`src/source/mem_pkg.sv`:
```
// Memory widths and arbiter requester slots
// Addresses are word addresses, the RAM decodes only the low bits
package mem_pkg;

	// --------------------
	// Widths
	localparam int DATA_W = 32;
	localparam int ADDR_W = 32;

	// --------------------
	// Arbiter requesters
	localparam int NUM_REQ = 3;

	// Host always wins
	localparam int REQ_HOST = 0;

	// Engines share the rest round-robin
	localparam int REQ_MOVER  = 1;
	localparam int REQ_FILLER = 2;

endpackage
```
`src/source/string_pkg.sv`:
```
// String command encodings. Every element is one 32-bit word, addresses ascend
// Refers to mem_pkg by scoped names, so mem_pkg compiles first
package string_pkg;

	// Element count width
	localparam int CNT_W = 14;

	// --------------------
	// Opcodes
	typedef enum logic [1:0] {
		OP_NOP  = 2'd0,
		OP_MOVS = 2'd1,
		OP_STOS = 2'd2
	} str_op_t;

	// REP MOVS view of the command word
	typedef struct packed {
		str_op_t                   op;
		logic [CNT_W-1:0]          count;
		logic [mem_pkg::ADDR_W-1:0] src;
		logic [mem_pkg::ADDR_W-1:0] dst;
	} movs_view_t;

	// REP STOS view, fill value sits where MOVS keeps its source
	typedef struct packed {
		str_op_t                   op;
		logic [CNT_W-1:0]          count;
		logic [mem_pkg::DATA_W-1:0] fill;
		logic [mem_pkg::ADDR_W-1:0] dst;
	} stos_view_t;

	// --------------------
	// 80-bit command word
	// op, count and dst line up in both views
	typedef union packed {
		movs_view_t movs;
		stos_view_t stos;
	} str_cmd_t;

endpackage

```
`src/source/string_mover.sv`:
```
`timescale 1ns/1ps
// REP MOVS engine, one word per element, ascending addresses
// start is taken only while idle; a zero count gives done without memory traffic
module string_mover (
	input  logic                       clk,
	input  logic                       rst_n,
	input  logic                       start,
	input  string_pkg::str_cmd_t       cmd,
	input  logic                       gnt,
	input  logic                       rvalid,
	input  logic [mem_pkg::DATA_W-1:0] rdata,
	output logic                       req,
	output logic                       we,
	output logic [mem_pkg::ADDR_W-1:0] addr,
	output logic [mem_pkg::DATA_W-1:0] wdata,
	output logic                       busy,
	output logic                       done
);

	import string_pkg::*;
	import mem_pkg::*;

	localparam logic [2:0] S_IDLE   = 3'd0;
	localparam logic [2:0] S_RD_REQ = 3'd1;
	localparam logic [2:0] S_WAIT   = 3'd2;
	localparam logic [2:0] S_WR_REQ = 3'd3;
	localparam logic [2:0] S_STEP   = 3'd4;

	logic [2:0]        state;
	logic [ADDR_W-1:0] src_q;
	logic [ADDR_W-1:0] dst_q;
	logic [ADDR_W-1:0] src_inc;
	logic [ADDR_W-1:0] dst_inc;
	logic [CNT_W-1:0]  cnt_q;
	logic [CNT_W-1:0]  cnt_next;
	logic [ADDR_W-1:0] cnt_cpl;
	logic [ADDR_W-1:0] cnt_cpl_inc;
	logic [DATA_W-1:0] data_q;

	// --------------------
	// Steppers
	inc_by_1 u_src_inc (.a(src_q), .sum(src_inc), .carry_out());
	inc_by_1 u_dst_inc (.a(dst_q), .sum(dst_inc), .carry_out());

	// count - 1 as the complement of (complement + 1)
	assign cnt_cpl = {{(ADDR_W-CNT_W){1'b0}}, ~cnt_q};
	inc_by_1 u_cnt_inc (.a(cnt_cpl), .sum(cnt_cpl_inc), .carry_out());
	assign cnt_next = ~cnt_cpl_inc[CNT_W-1:0];

	// --------------------
	// Memory request
	assign req   = (state == S_RD_REQ) || (state == S_WR_REQ);
	assign we    = (state == S_WR_REQ);
	assign addr  = (state == S_WR_REQ) ? dst_q : src_q;
	assign wdata = data_q;

	// Control FSM
	always_ff @(posedge clk or negedge rst_n)
	begin
		if (!rst_n)
		begin
			state <= S_IDLE;
			cnt_q <= '0;
			busy  <= 1'b0;
			done  <= 1'b0;
		end
		else
		begin
			done <= 1'b0;
			case (state)
				S_IDLE:
				begin
					if (start)
					begin
						cnt_q <= cmd.movs.count;
						if (cmd.movs.count == '0)
							done <= 1'b1;
						else
						begin
							busy  <= 1'b1;
							state <= S_RD_REQ;
						end
					end
				end
				S_RD_REQ:
					if (gnt)
						state <= S_WAIT;
				S_WAIT:
					if (rvalid)
						state <= S_WR_REQ;
				S_WR_REQ:
				begin
					// Last element ends right at its write grant
					if (gnt && cnt_next == '0)
					begin
						busy  <= 1'b0;
						done  <= 1'b1;
						state <= S_IDLE;
					end
					else if (gnt)
						state <= S_STEP;
				end
				S_STEP:
				begin
					cnt_q <= cnt_next;
					state <= S_RD_REQ;
				end
				default:
					state <= S_IDLE;
			endcase
		end
	end

	// Addresses and the word in flight
	always_ff @(posedge clk)
	begin
		if (state == S_IDLE && start)
		begin
			src_q <= cmd.movs.src;
			dst_q <= cmd.movs.dst;
		end
		else if (state == S_STEP)
		begin
			src_q <= src_inc;
			dst_q <= dst_inc;
		end
		if (state == S_WAIT && rvalid)
			data_q <= rdata;
	end

endmodule

```
`src/source/inc_by_1.sv`:
```
`timescale 1ns/1ps
// Fixed 32-bit increment, purely combinational
// sum wraps to zero when a is all ones, carry_out flags that case
module inc_by_1 (
	input  logic [mem_pkg::ADDR_W-1:0] a,
	output logic [mem_pkg::ADDR_W-1:0] sum,
	output logic                       carry_out
);

	// AND of each 4-bit group
	logic [7:0]  grp_all;
	// AND of the lower groups inside the same 16-bit half
	logic [7:0]  grp_pre;
	// AND of the lower bits inside the same group
	logic [31:0] in_grp;
	logic        lo_half_all;
	logic        hi_half_all;
	// Carry into each bit
	logic [31:0] carry_in;

	genvar g, b;

	// --------------------
	// Group level
	generate
		for (g = 0; g < 8; g = g + 1)
		begin : gen_group
			assign grp_all[g] = &a[4*g +: 4];
			if (g % 4 == 0)
			begin : gen_pre_first
				assign grp_pre[g] = 1'b1;
			end
			else
			begin : gen_pre_rest
				assign grp_pre[g] = &grp_all[g-1 -: (g % 4)];
			end
		end
	endgenerate

	assign lo_half_all = &grp_all[3:0];
	assign hi_half_all = &grp_all[7:4];

	// --------------------
	// Bit level
	generate
		for (b = 0; b < 32; b = b + 1)
		begin : gen_bit
			if (b % 4 == 0)
			begin : gen_in_first
				assign in_grp[b] = 1'b1;
			end
			else
			begin : gen_in_rest
				assign in_grp[b] = &a[b-1 -: (b % 4)];
			end
			// Upper half also needs the whole lower half set
			if (b < 16)
			begin : gen_lo
				assign carry_in[b] = in_grp[b] & grp_pre[b/4];
			end
			else
			begin : gen_hi
				assign carry_in[b] = in_grp[b] & grp_pre[b/4] & lo_half_all;
			end
		end
	endgenerate

	assign sum       = a ^ carry_in;
	assign carry_out = lo_half_all & hi_half_all;

endmodule

```
`config.mk`:
```
export PLATFORM = sky130hd
export DESIGN_NAME = string_mover
export DESIGN_NICKNAME = d
export VERILOG_FILES = /design/src/source/mem_pkg.sv /design/src/source/string_pkg.sv /design/src/source/string_mover.sv /design/src/source/inc_by_1.sv
export SDC_FILE = /design/constraint.sdc
export NUM_CORES = 1
export LEC_CHECK = 0
export BUFFER_PORTS_ARGS = -buffer_cell sky130_fd_sc_hd__buf_2
export CAP_MARGIN = 20
export CORE_MARGIN = 2
export CORE_UTILIZATION = 45
export CTS_CLUSTER_DIAMETER = 120
export DETAILED_ROUTE_END_ITERATION = 7
export PLACE_DENSITY_LB_ADDON = 0.05
export SLEW_MARGIN = 10
export SYNTH_ARGS = -nofsm -noshare
export SYNTH_HDL_FRONTEND = slang
export SYNTH_SLANG_ARGS = --single-unit
export TNS_END_PERCENT = 100
```
`constraint.sdc`:
```
create_clock -name clk -period 4.2 [get_ports clk]
set_input_delay 0.63 -clock clk [delete_from_list [all_inputs] [get_ports clk]]
set_output_delay 0.63 -clock clk [all_outputs]
set_load 0.02 [all_outputs]
```
==> results by group, run 1 <==
STA
  • Worst setup margin: 1.03 ns
  • Achievable Freq: 0.316 GHz
  • Setup TNS: 0 ns
  • Final hold violation count: 0
  • Final clock skew: 0.00753 ns
  • Fin crit share: 75.4%
  • Fin crit period: 3.17 ns
  • Worst slew margin: 41.2%
  • Max-slew violations: 0
  • Final setup fails: 0
  • Worst hold slack: 0.149 ns
  • RSZ-0062 raised after global routing: false
  • Worst-Margin Slew: around 0.88 ns

Yosys
  • Sequential fraction of the synthesis area: 54.6%
  • Primary FF master, synth: edfxtp_1
  • Mapped Area: ~6000 sq um
  • Unique masters post-synth: between 40 and 50
  • Yosys reg bits: 115
  • Area leader, netlist: edfxtp_1
  • Synth async-reset ratio: between 15 and 20%
  • Ys Warns: 0
  • Post-Syn Nets: 697
  • Syn avg cell area: 10.9 sq um
  • Cell count after synthesis: 562
  • Top cells by area, synth: edfxtp_1 (47%), dfrtp_1 (7.7%), nand2_1 (6.7%)
  • Number of flops mapped to enable cells by yosys: 96
  • Post-synth top area share: 46.9%

Global routing
  • Gr usage total: ~22%
  • First-pass GRT wire length: about 24,000 microns
  • Pin count of the biggest net entering global routing: approximately 120
  • Initial antenna violation count: 1
  • Total grt overflow: 0
  • Number of global-route vias before repair: ~4,700

Status
  • Run status: finished clean

Floorplanning
  • Die area: 14,600 sq um
  • Core ar.: around 13,000 sq um
  • DIE WIDTH: 121 microns
  • DIE HEIGHT: 121 microns
  • Initial core utilization: 46.2%
  • Rows: 42
  • Ports: approximately 190

Power
  • Internal Power: 3.41 mW
  • Net Sw Frac: 36.5%
  • Peak supply drop: 0.000319 V
  • Net switching power figure: 1.96 mW
  • Sequential Power Share: 38.2%
  • Clock share of power: approximately 28%
  • Cell Pwr Density: 682 nW/um^2
  • Logic pwr share: 34.1%
  • Total power: 5.37 mW
  • LEAKAGE: 3.09 nW

Worst setup path
  • Slowest stage delay, CP: 0.47 ns
  • Cells along the critical path: inv_1 -> ha_1 -> or3b_4 -> or4_4 -> or4_4 -> nor3_1 -> ha_1 -> xor2_1 -> nor3_1 -> nand4_1 -> and2_1
  • Crit path launch type: register
  • Slowest CP cell: or4_4
  • CP Max Fanout: 4
  • Critical Path RT: 4.50 ns
  • Worst Path Arrival: 3.47 ns
  • CP endpoint kind: register
  • Kind of critical path: register to register

CTS
  • CTS Root Cell: clkbuf_16
  • Post-CTS Setup Bufs: 0
  • Clk sinks: 115
  • H-tree lvl count: 4
  • Clock buffer depth: 2
  • Hold buffer count at cts: 0
  • Num CTS Buffers: 17
  • Clock transition at the registers of the reported paths: 0.06 ns
  • Worst skew pair latency: roughly 0.42 ns
  • CTS tree: built
  • PostCTS Resize Cnt: 0

Place
  • DP Worst Slack: about 1.1 ns
  • PortBufs: 182
  • Area after DPL: 7270 sq um
  • Cells after DPL: 901
  • Final RePlAce weighted congestion: 0.858
  • Post-DP HPWL: 10,900 microns

Finish
  • Finished Cell Area: between 7000 and 8000 sq um
  • Non-Filler Instances: 933
  • Post-Route Utilization: ~60%
  • NumNets Final: 879
  • Antenna Diode Count: 0
  • P&R area growth vs syn: 28.1%
  • Layout cell share with drive strength beyond 1: 35.0%

Detailed routing
  • Wire length per cell: 16.4 microns
  • Final WL: 15,300 microns
  • DRC viols: 0
  • Via count: 4,988
  • DR pass1 iterations: 6
  • Antenna-violating nets left: 0
  • 1st-iter DRT viols: between 200 and 300
  • Avg Vias per Cell: 5.35

Run
  • Max cap viols: 0

Min path
  • Hold Crit Class: input pin to async pin
## cells in the final DEF (no fill, tap or decap), types with 8 or more instances in the layout
cell type,instances
xnor2_1,28
clkbuf_16,17
edfxtp_1,96
o21ai_0,55
nor2_1,13
nor4_1,15
xor2_1,26
nor3_1,8
nand3_1,23
dfrtp_1,19
ha_1,18
inv_1,11
buf_2,182
and3_1,8
nand2_1,109
nand4_1,21
mux2_2,33
## metal layers
layer	wire, microns	GRT usage, %	up-vias	part of all wire [%]
met5	7	0	-	0.046
met4	176	7.19	2	1.2
met3	961	5.36	17	6.3
met2	6980	32.7	183	46
met1	7150	30.3	2356	47
li1	-	-	2430	-
## Yosys cell counts (13+ instances only)
library cell and n:
xor2_1 26, dfrtp_1 19, xnor2_1 28, nor2_1 13, ha_1 18, o21ai_0 55
edfxtp_1 96, nand4_1 21, nor4_1 15, mux2_2 33, nand3_1 23, clkbuf_1 19
nand2_1 110
## registers in the layout (all words and copies together) (netlist names)
register  cells
dst_q        32
state         3
done          1
wdata        32
cnt_q        14
src_q        32
busy          1
## worst paths after layout
kind                            slack, ns  cells past startpoint                  start                     to
worst max-delay path                 1.03                     11   cnt_q[0]$_DFFE_PN0P_       busy$_DFFE_PN0P_
worst min-delay path                 0.15                      1                  rst_n   cnt_q[3]$_DFFE_PN0P_
worst max register to register       1.03                     11   cnt_q[0]$_DFFE_PN0P_       busy$_DFFE_PN0P_
worst min register to register       0.55                      2  cnt_q[12]$_DFFE_PN0P_  cnt_q[12]$_DFFE_PN0P_
max in group asynchronous            3.74                      1                  rst_n   cnt_q[5]$_DFFE_PN0P_
min in group clk                     0.39                      1              rdata[18]    wdata[18]$_DFFE_PP_
## cell families (layout without fill, tap and decap cells)
logic type	after synthesis	in the layout	synth area share [%]
DFF	115	115	54.6
AOI/OAI and AO/OA	80	80	7.77
and+or+nand+nor	225	225	17.9
adders and majority gates	18	18	3.66
xor gates and xnor gates	54	54	7.69
buffers and inverters	37	232	2.28
muxes	33	33	6.04
## critical path: cells and delay by family, from the launching register on
| kind | cells | cell delay (ns) |
|---|---|---|
| XOR/XNOR | 1 | 0.09 |
| adder cells (fa/ha/maj) | 2 | 0.39 |
| AND/OR/NAND/NOR | 7 | 2.10 |
| flip-flops | 1 | 0.39 |
| buffers and inverters | 1 | 0.09 |
## power by group through the flow
stage / clock network, mW / logic (mW) / registers [mW]
after floorplan: 0 / 1.27 / 2.04
after global placement: 0 / 1.82 / 2.05
after detailed placement: 0 / 1.85 / 2.06
after CTS: 1.51 / 1.86 / 2.05
after global routing: 1.56 / 2.03 / 2.10
final: 1.49 / 1.83 / 2.05
## area by class of cell
type	count	area, sq um
flip-flops and latches	115	3360
well taps	176	220
clock inverters	14	176
clock buffers	18	429
inverters	11	41.3
fillers	1176	5420
multi-input cells	410	2670
repair buffers	189	988
Power figures use the tool's default switching activity.
==> inputs of run 2 (changes only) <==
==> constraint.sdc (replaced) <==
create_clock -name clk -period 2.8 [get_ports clk]
set_input_delay 0.42 -clock clk [delete_from_list [all_inputs] [get_ports clk]]
set_output_delay 0.42 -clock clk [all_outputs]
set_load 0.02 [all_outputs]
==> run 2 against run 1 <==
  * The flow now finishes with violations (negative setup slack)
  * Design area grew 2.0%
  * Worst setup slack got worse by 1.0 ns
  * Register-to-register slack got worse by 1.0 ns
  * Cell count grew 1.7%
  * Critical path depth unchanged
  * Critical path type unchanged
  * Clock power grew 36%
  * Non-clock buffer count increased by 16
  * Clock-buffer cell count is 1 lower
  * Largest power group unchanged
==> results by group, run 2 (synthesis gave the netlist of run 1 again) <==
Status
  • Run status: finished, violations left
  • Failing checks: negative setup slack

Detailed routing
  • DR pass1 iterations: 6
  • Avg Vias per Cell: ~5.3
  • Antenna-violating nets left: 0
  • Wire length per cell: 16.7 microns
  • Final WL: 15,800 microns
  • Via count: roughly 5,000
  • DRC viols: 0
  • 1st-iter DRT viols: 399

Floorplanning
  • Ports: around 190
  • Core ar.: around 13,000 sq um
  • Initial core utilization: 46.2%
  • Rows: 42
  • Die area: about 15,000 sq um
  • DIE WIDTH: between 100 and 150 microns
  • DIE HEIGHT: 121 microns

Place
  • PortBufs: 182
  • Post-DP HPWL: ~11,000 microns
  • Area after DPL: 7380 sq um
  • Final RePlAce weighted congestion: 0.843

Min path
  • Hold Crit Class: input pin to register
  • WHS Endpoint: wdata[14]$_DFFE_PP_
  • Hold Crit Start: rdata[14]
  • Hold Path Depth: 1

Global routing
  • Initial antenna violation count: 0
  • Gr usage total: ~22%
  • Pin count of the biggest net entering global routing: 79
  • Total grt overflow: 0
  • Number of global-route vias before repair: 4,888
  • First-pass GRT wire length: 25,300 microns

Worst setup path
  • Critical Path RT: a little over 3 ns
  • FF-to-FF path depth: 11
  • R2R setup slack: -0.0008 ns
  • Kind of critical path: register to register
  • Slowest stage delay, CP: 0.45 ns
  • Slowest CP cell: or4_4
  • CP Max Fanout: 2
  • Crit path launch type: register
  • Worst Path Arrival: just over 3 ns
  • CP endpoint kind: register
  • RR Endpoint: busy$_DFFE_PN0P_
  • Cells along the critical path: inv_2 -> ha_4 -> or3b_4 -> or4_4 -> or4_4 -> nor3_4 -> ha_4 -> nand3_4 -> nor3_4 -> nand4_1 -> and2_1
  • Worst reg2reg startpoint: cnt_q[0]$_DFFE_PN0P_

CTS
  • Num CTS Buffers: 17
  • Worst skew pair latency: 0.41 ns
  • H-tree lvl count: 4
  • Clock buffer depth: 2
  • CTS Root Cell: clkbuf_16
  • Clock transition at the registers of the reported paths: around 0.06 ns
  • Clk sinks: 115
  • CTS tree: built

STA
  • Final setup fails: 1
  • Fin crit period: 2.80 ns
  • Final hold violation count: 0
  • Achievable Freq: 0.357 GHz
  • Setup TNS: -0.000753 ns
  • Worst-Margin Slew: between 0.6 and 0.7 ns
  • Fin crit share: 100%
  • Worst setup margin: -0.000753 ns
  • Final clock skew: 0.00912 ns
  • Worst slew margin: 55.6%
  • Worst hold slack: 0.180 ns
  • RSZ-0062 raised after global routing: true
  • Max-slew violations: 0

Finish
  • Antenna Diode Count: 0
  • Finished Cell Area: 8030 sq um
  • Fillers: approximately 1,200
  • P&R area growth vs syn: 30.7%
  • Layout cell share with drive strength beyond 1: 37.4%
  • Most frequent cells in the layout: buf_2 (182), nand2_1 (109), edfxtp_1 (96)
  • Most common cell after layout, fill and taps aside: buf_2
  • NumNets Final: 895

Power
  • LEAKAGE: 3.15 nW
  • Total power: 8.07 mW
  • Cell Pwr Density: 1000 nW/um^2
  • Peak supply drop: 0.000502 V

Run
  • Max cap viols: 0
## run 2: worst max path at each step
stage | start | to | slack [ns] | depth (start not counted)
after floorplan | cnt_q[0]$_DFFE_PN0P_ | busy$_DFFE_PN0P_ | 0.006 | 11
after global placement | cnt_q[0]$_DFFE_PN0P_ | busy$_DFFE_PN0P_ | -0.04 | 11
after detailed placement | cnt_q[0]$_DFFE_PN0P_ | busy$_DFFE_PN0P_ | -0.09 | 11
after CTS | cnt_q[0]$_DFFE_PN0P_ | busy$_DFFE_PN0P_ | -0.02 | 11
after global routing | cnt_q[0]$_DFFE_PN0P_ | busy$_DFFE_PN0P_ | -0.11 | 11
final | cnt_q[0]$_DFFE_PN0P_ | busy$_DFFE_PN0P_ | -0.0008 | 11
## run 2: worst max-delay path, delay by kind of cell (launching register included)
family,cells,cell delay (ns)
adders and majority gates,2,0.29
buffers and inverters,1,0.08
DFF,1,0.39
and+or+nand+nor,8,1.92
## run 2: per-stage QoR
stage | util [%] | instances | setup slack [ns]
after floorplan | - | 562 | 0.00647
after global placement | 55.5 | 913 | -0.0353
after detailed placement | 55.5 | 913 | -0.0860
after CTS | 59.9 | 947 | -0.0165
after global routing | 60.4 | 949 | -0.107
final | 60.4 | 949 | -0.000753
## run 2: timing repair
action | 4_1_cts | 5_1_grt
gates resized for setup | 1 | 12
buffers inserted | 1 | 2
hold buffers | 1 | 0
pin swaps | 3 | 1
endpoints found under the hold margin | 19 | 0
endpoints found under the setup margin | 4 | 4
## run 2: layout make-up
| type | count | area (sq um) | area share [%] |
|---|---|---|---|
| inverters | 11 | 41.3 | 0.514 |
| clock buffers | 17 | 425 | 5.30 |
| well taps | 176 | 220 | 2.74 |
| multi-input cells | 410 | 2740 | 34.2 |
| repair buffers | 205 | 1110 | 13.8 |
| clock inverters | 15 | 134 | 1.67 |
| flip-flops and latches | 115 | 3360 | 41.8 |
## run 2: power breakdown
part | switching [mW] | internal (mW)
clock | 0.813 | 1.22
sequential | 0.508 | 2.59
combinational | 1.71 | 1.22
## run 2: per-layer routing
| metal | track usage [%] | share of wire, % | wire length, microns |
|---|---|---|---|
| met1 | 31.5 | 47 | 7360 |
| met2 | 34.7 | 47 | 7350 |
| met3 | 4.84 | 5.9 | 931 |
| met4 | 6.83 | 1.1 | 167 |
| met5 | 0 | 0 | 0 |
==> inputs of run 3 (changes only) <==
--- a/config.mk
+++ b/config.mk
@@ -7,11 +7,12 @@
 export LEC_CHECK = 0
 export BUFFER_PORTS_ARGS = -buffer_cell sky130_fd_sc_hd__buf_2
 export CAP_MARGIN = 20
-export CORE_MARGIN = 2
+export CORE_MARGIN = 3
 export CORE_UTILIZATION = 45
 export CTS_CLUSTER_DIAMETER = 120
 export DETAILED_ROUTE_END_ITERATION = 7
 export PLACE_DENSITY_LB_ADDON = 0.05
+export RECOVER_POWER = 100
 export SLEW_MARGIN = 10
 export SYNTH_ARGS = -nofsm -noshare
 export SYNTH_HDL_FRONTEND = slang
==> run 3 against run 2 <==
  * The flow still finishes with violations (negative setup slack)
  * Global-route usage decreased by 0.99 points
  * Combinational power about the same
  * Cell count unchanged
  * Worst setup slack got worse by 0.0053 ns
  * Critical path depth unchanged
  * Total power increased by 2.8%
  * Fmax decreased by 0.19%
  * Sequential power about the same
  * Core utilization decreased by 0.056 points
  * Largest power group unchanged
==> results by group, run 3 (synthesis gave the netlist of run 1 again) <==
Global routing
  • Gr usage total: 21.4%
  • First-pass GRT wire length: 24,900 microns
  • Total grt overflow: 0
  • Number of global-route vias before repair: a little under 5,000
  • Pin count of the biggest net entering global routing: 111
  • Initial antenna violation count: 1

Place
  • Post-DP HPWL: 11,300 microns
  • DP Worst Slack: -0.137 ns
  • Area after DPL: 7370 sq um
  • Cells after DPL: 911
  • Final RePlAce weighted congestion: 0.826
  • PortBufs: 182

Finish
  • Post-Route Utilization: 60.4%
  • NumNets Final: between 800 and 900
  • Non-Filler Instances: roughly 950
  • Most common cell after layout, fill and taps aside: buf_2
  • Finished Cell Area: approximately 8000 sq um
  • Antenna Diode Count: 0
  • Most frequent cells in the layout: buf_2 (146), nand2_1 (110), edfxtp_1 (96)
  • P&R area growth vs syn: 30.5%
  • Layout cell share with drive strength beyond 1: 32.9%

Worst setup path
  • Critical Path RT: approximately 3.1 ns
  • CP Max Fanout: 2
  • CP endpoint kind: register
  • Kind of critical path: register to register
  • R2R setup slack: -0.006 ns
  • Worst Path Arrival: around 3.1 ns
  • Crit path launch type: register

Power
  • Peak supply drop: 0.000500 V
  • LEAKAGE: roughly 3.1 nW
  • Total power: slightly above 8 mW
  • Cell Pwr Density: 1030 nW/um^2

STA
  • Fin crit period: approximately 2.8 ns
  • Worst hold slack: 0.175 ns
  • Final clock skew: roughly 0.0045 ns
  • Setup TNS: -0.00602 ns
  • Fin crit share: 100%
  • Worst-Margin Slew: 1.39 ns
  • Worst slew margin: under 10%
  • Final setup fails: 1
  • Achievable Freq: 0.356 GHz
  • RSZ-0062 raised after global routing: true
  • Worst setup margin: -0.00602 ns
  • Max-slew violations: 0
  • Final hold violation count: 0

Floorplanning
  • Die area: 15,100 sq um
  • DIE WIDTH: between 100 and 150 microns
  • Initial core utilization: 46.2%
  • Rows: 42
  • Ports: 185
  • DIE HEIGHT: between 100 and 150 microns
  • Core ar.: about 13,000 sq um

Detailed routing
  • Wire length per cell: 16.7 microns
  • Final WL: 15,900 microns
  • Antenna-violating nets left: 0
  • 1st-iter DRT viols: approximately 320
  • DRC viols: 0
  • DR pass1 iterations: 5
  • Avg Vias per Cell: 5.29
  • Via count: 5,017

CTS
  • CTS tree: built
  • Num CTS Buffers: 17
  • Clock transition at the registers of the reported paths: 0.06 ns
  • CTS Root Cell: clkbuf_16
  • Clk sinks: 115
  • Worst skew pair latency: approximately 0.42 ns
  • H-tree lvl count: 4
  • Clock buffer depth: 2

Run
  • Max cap viols: 0

Status
  • Run status: finished, violations left
  • Failing checks: negative setup slack

Min path
  • Hold Crit Class: input pin to register
-- run 3: changes by cell type in the layout (fill, tap and decap cells not counted), sizes merged --
cell      before  now
clkinvlp       5    1
buf          204  166
clkbuf        17   55
bufinv         1    3
clkinv         6    4
inv           14   18
-- run 3: final cells by class --
cell class,count,area (sq um)
clock buffer,17,425
inverter,11,41.3
clock inverter,15,195
tap,176,220
fill,1187,5270
sequential,115,3360
multi-input combinational,410,2730
timing repair buffer,205,1050
-- run 3: critical path, cell delays in order (launching register included) --
cell and delay, ns:
dfrtp_1 0.39, inv_2 0.08, ha_4 0.12, or3b_4 0.37
or4_4 0.44, or4_4 0.46, nor3_4 0.16, ha_4 0.16
nand3_2 0.08, nor3_2 0.14, nand4_1 0.13, and2_1 0.16
-- run 3: power breakdown --
group | total (mW) | switching, mW | internal, mW
Sequential | 3.12 | 0.515 | 2.60
Clock | 2.28 | 0.850 | 1.43
Combinational | 2.90 | 1.69 | 1.21
Total | 8.29 | 3.06 | 5.24
-- run 3: worst paths after layout --
check                                      from                     to  depth (start not counted)
max in group asynchronous                 rst_n   cnt_q[6]$_DFFE_PN0P_                          2
setup / recovery           cnt_q[0]$_DFFE_PN0P_       busy$_DFFE_PN0P_                         11
hold / removal                        rdata[27]    wdata[27]$_DFFE_PP_                          1
min in group asynchronous                 rst_n  cnt_q[10]$_DFFE_PN0P_                          2
setup reg to reg           cnt_q[0]$_DFFE_PN0P_       busy$_DFFE_PN0P_                         11
hold reg to reg                busy$_DFFE_PN0P_       busy$_DFFE_PN0P_                          2
-- run 3: routing by layer --
metal	share of wire, %	track usage [%]	vias to the layer above
met2	46	33.0	159
met1	46	30.1	2369
li1	-	-	2469
met5	0.088	0	-
met3	6.4	5.22	18
met4	1.4	6.23	2
-- run 3: timing repair --
item,in CTS,in global routing
setup buffers,2,3
pin swaps,4,4
endpoints found under the setup margin,3,3
hold endpoints to repair,19,0
resized for setup,5,8
gates cloned,0,0
hold buffers,1,0
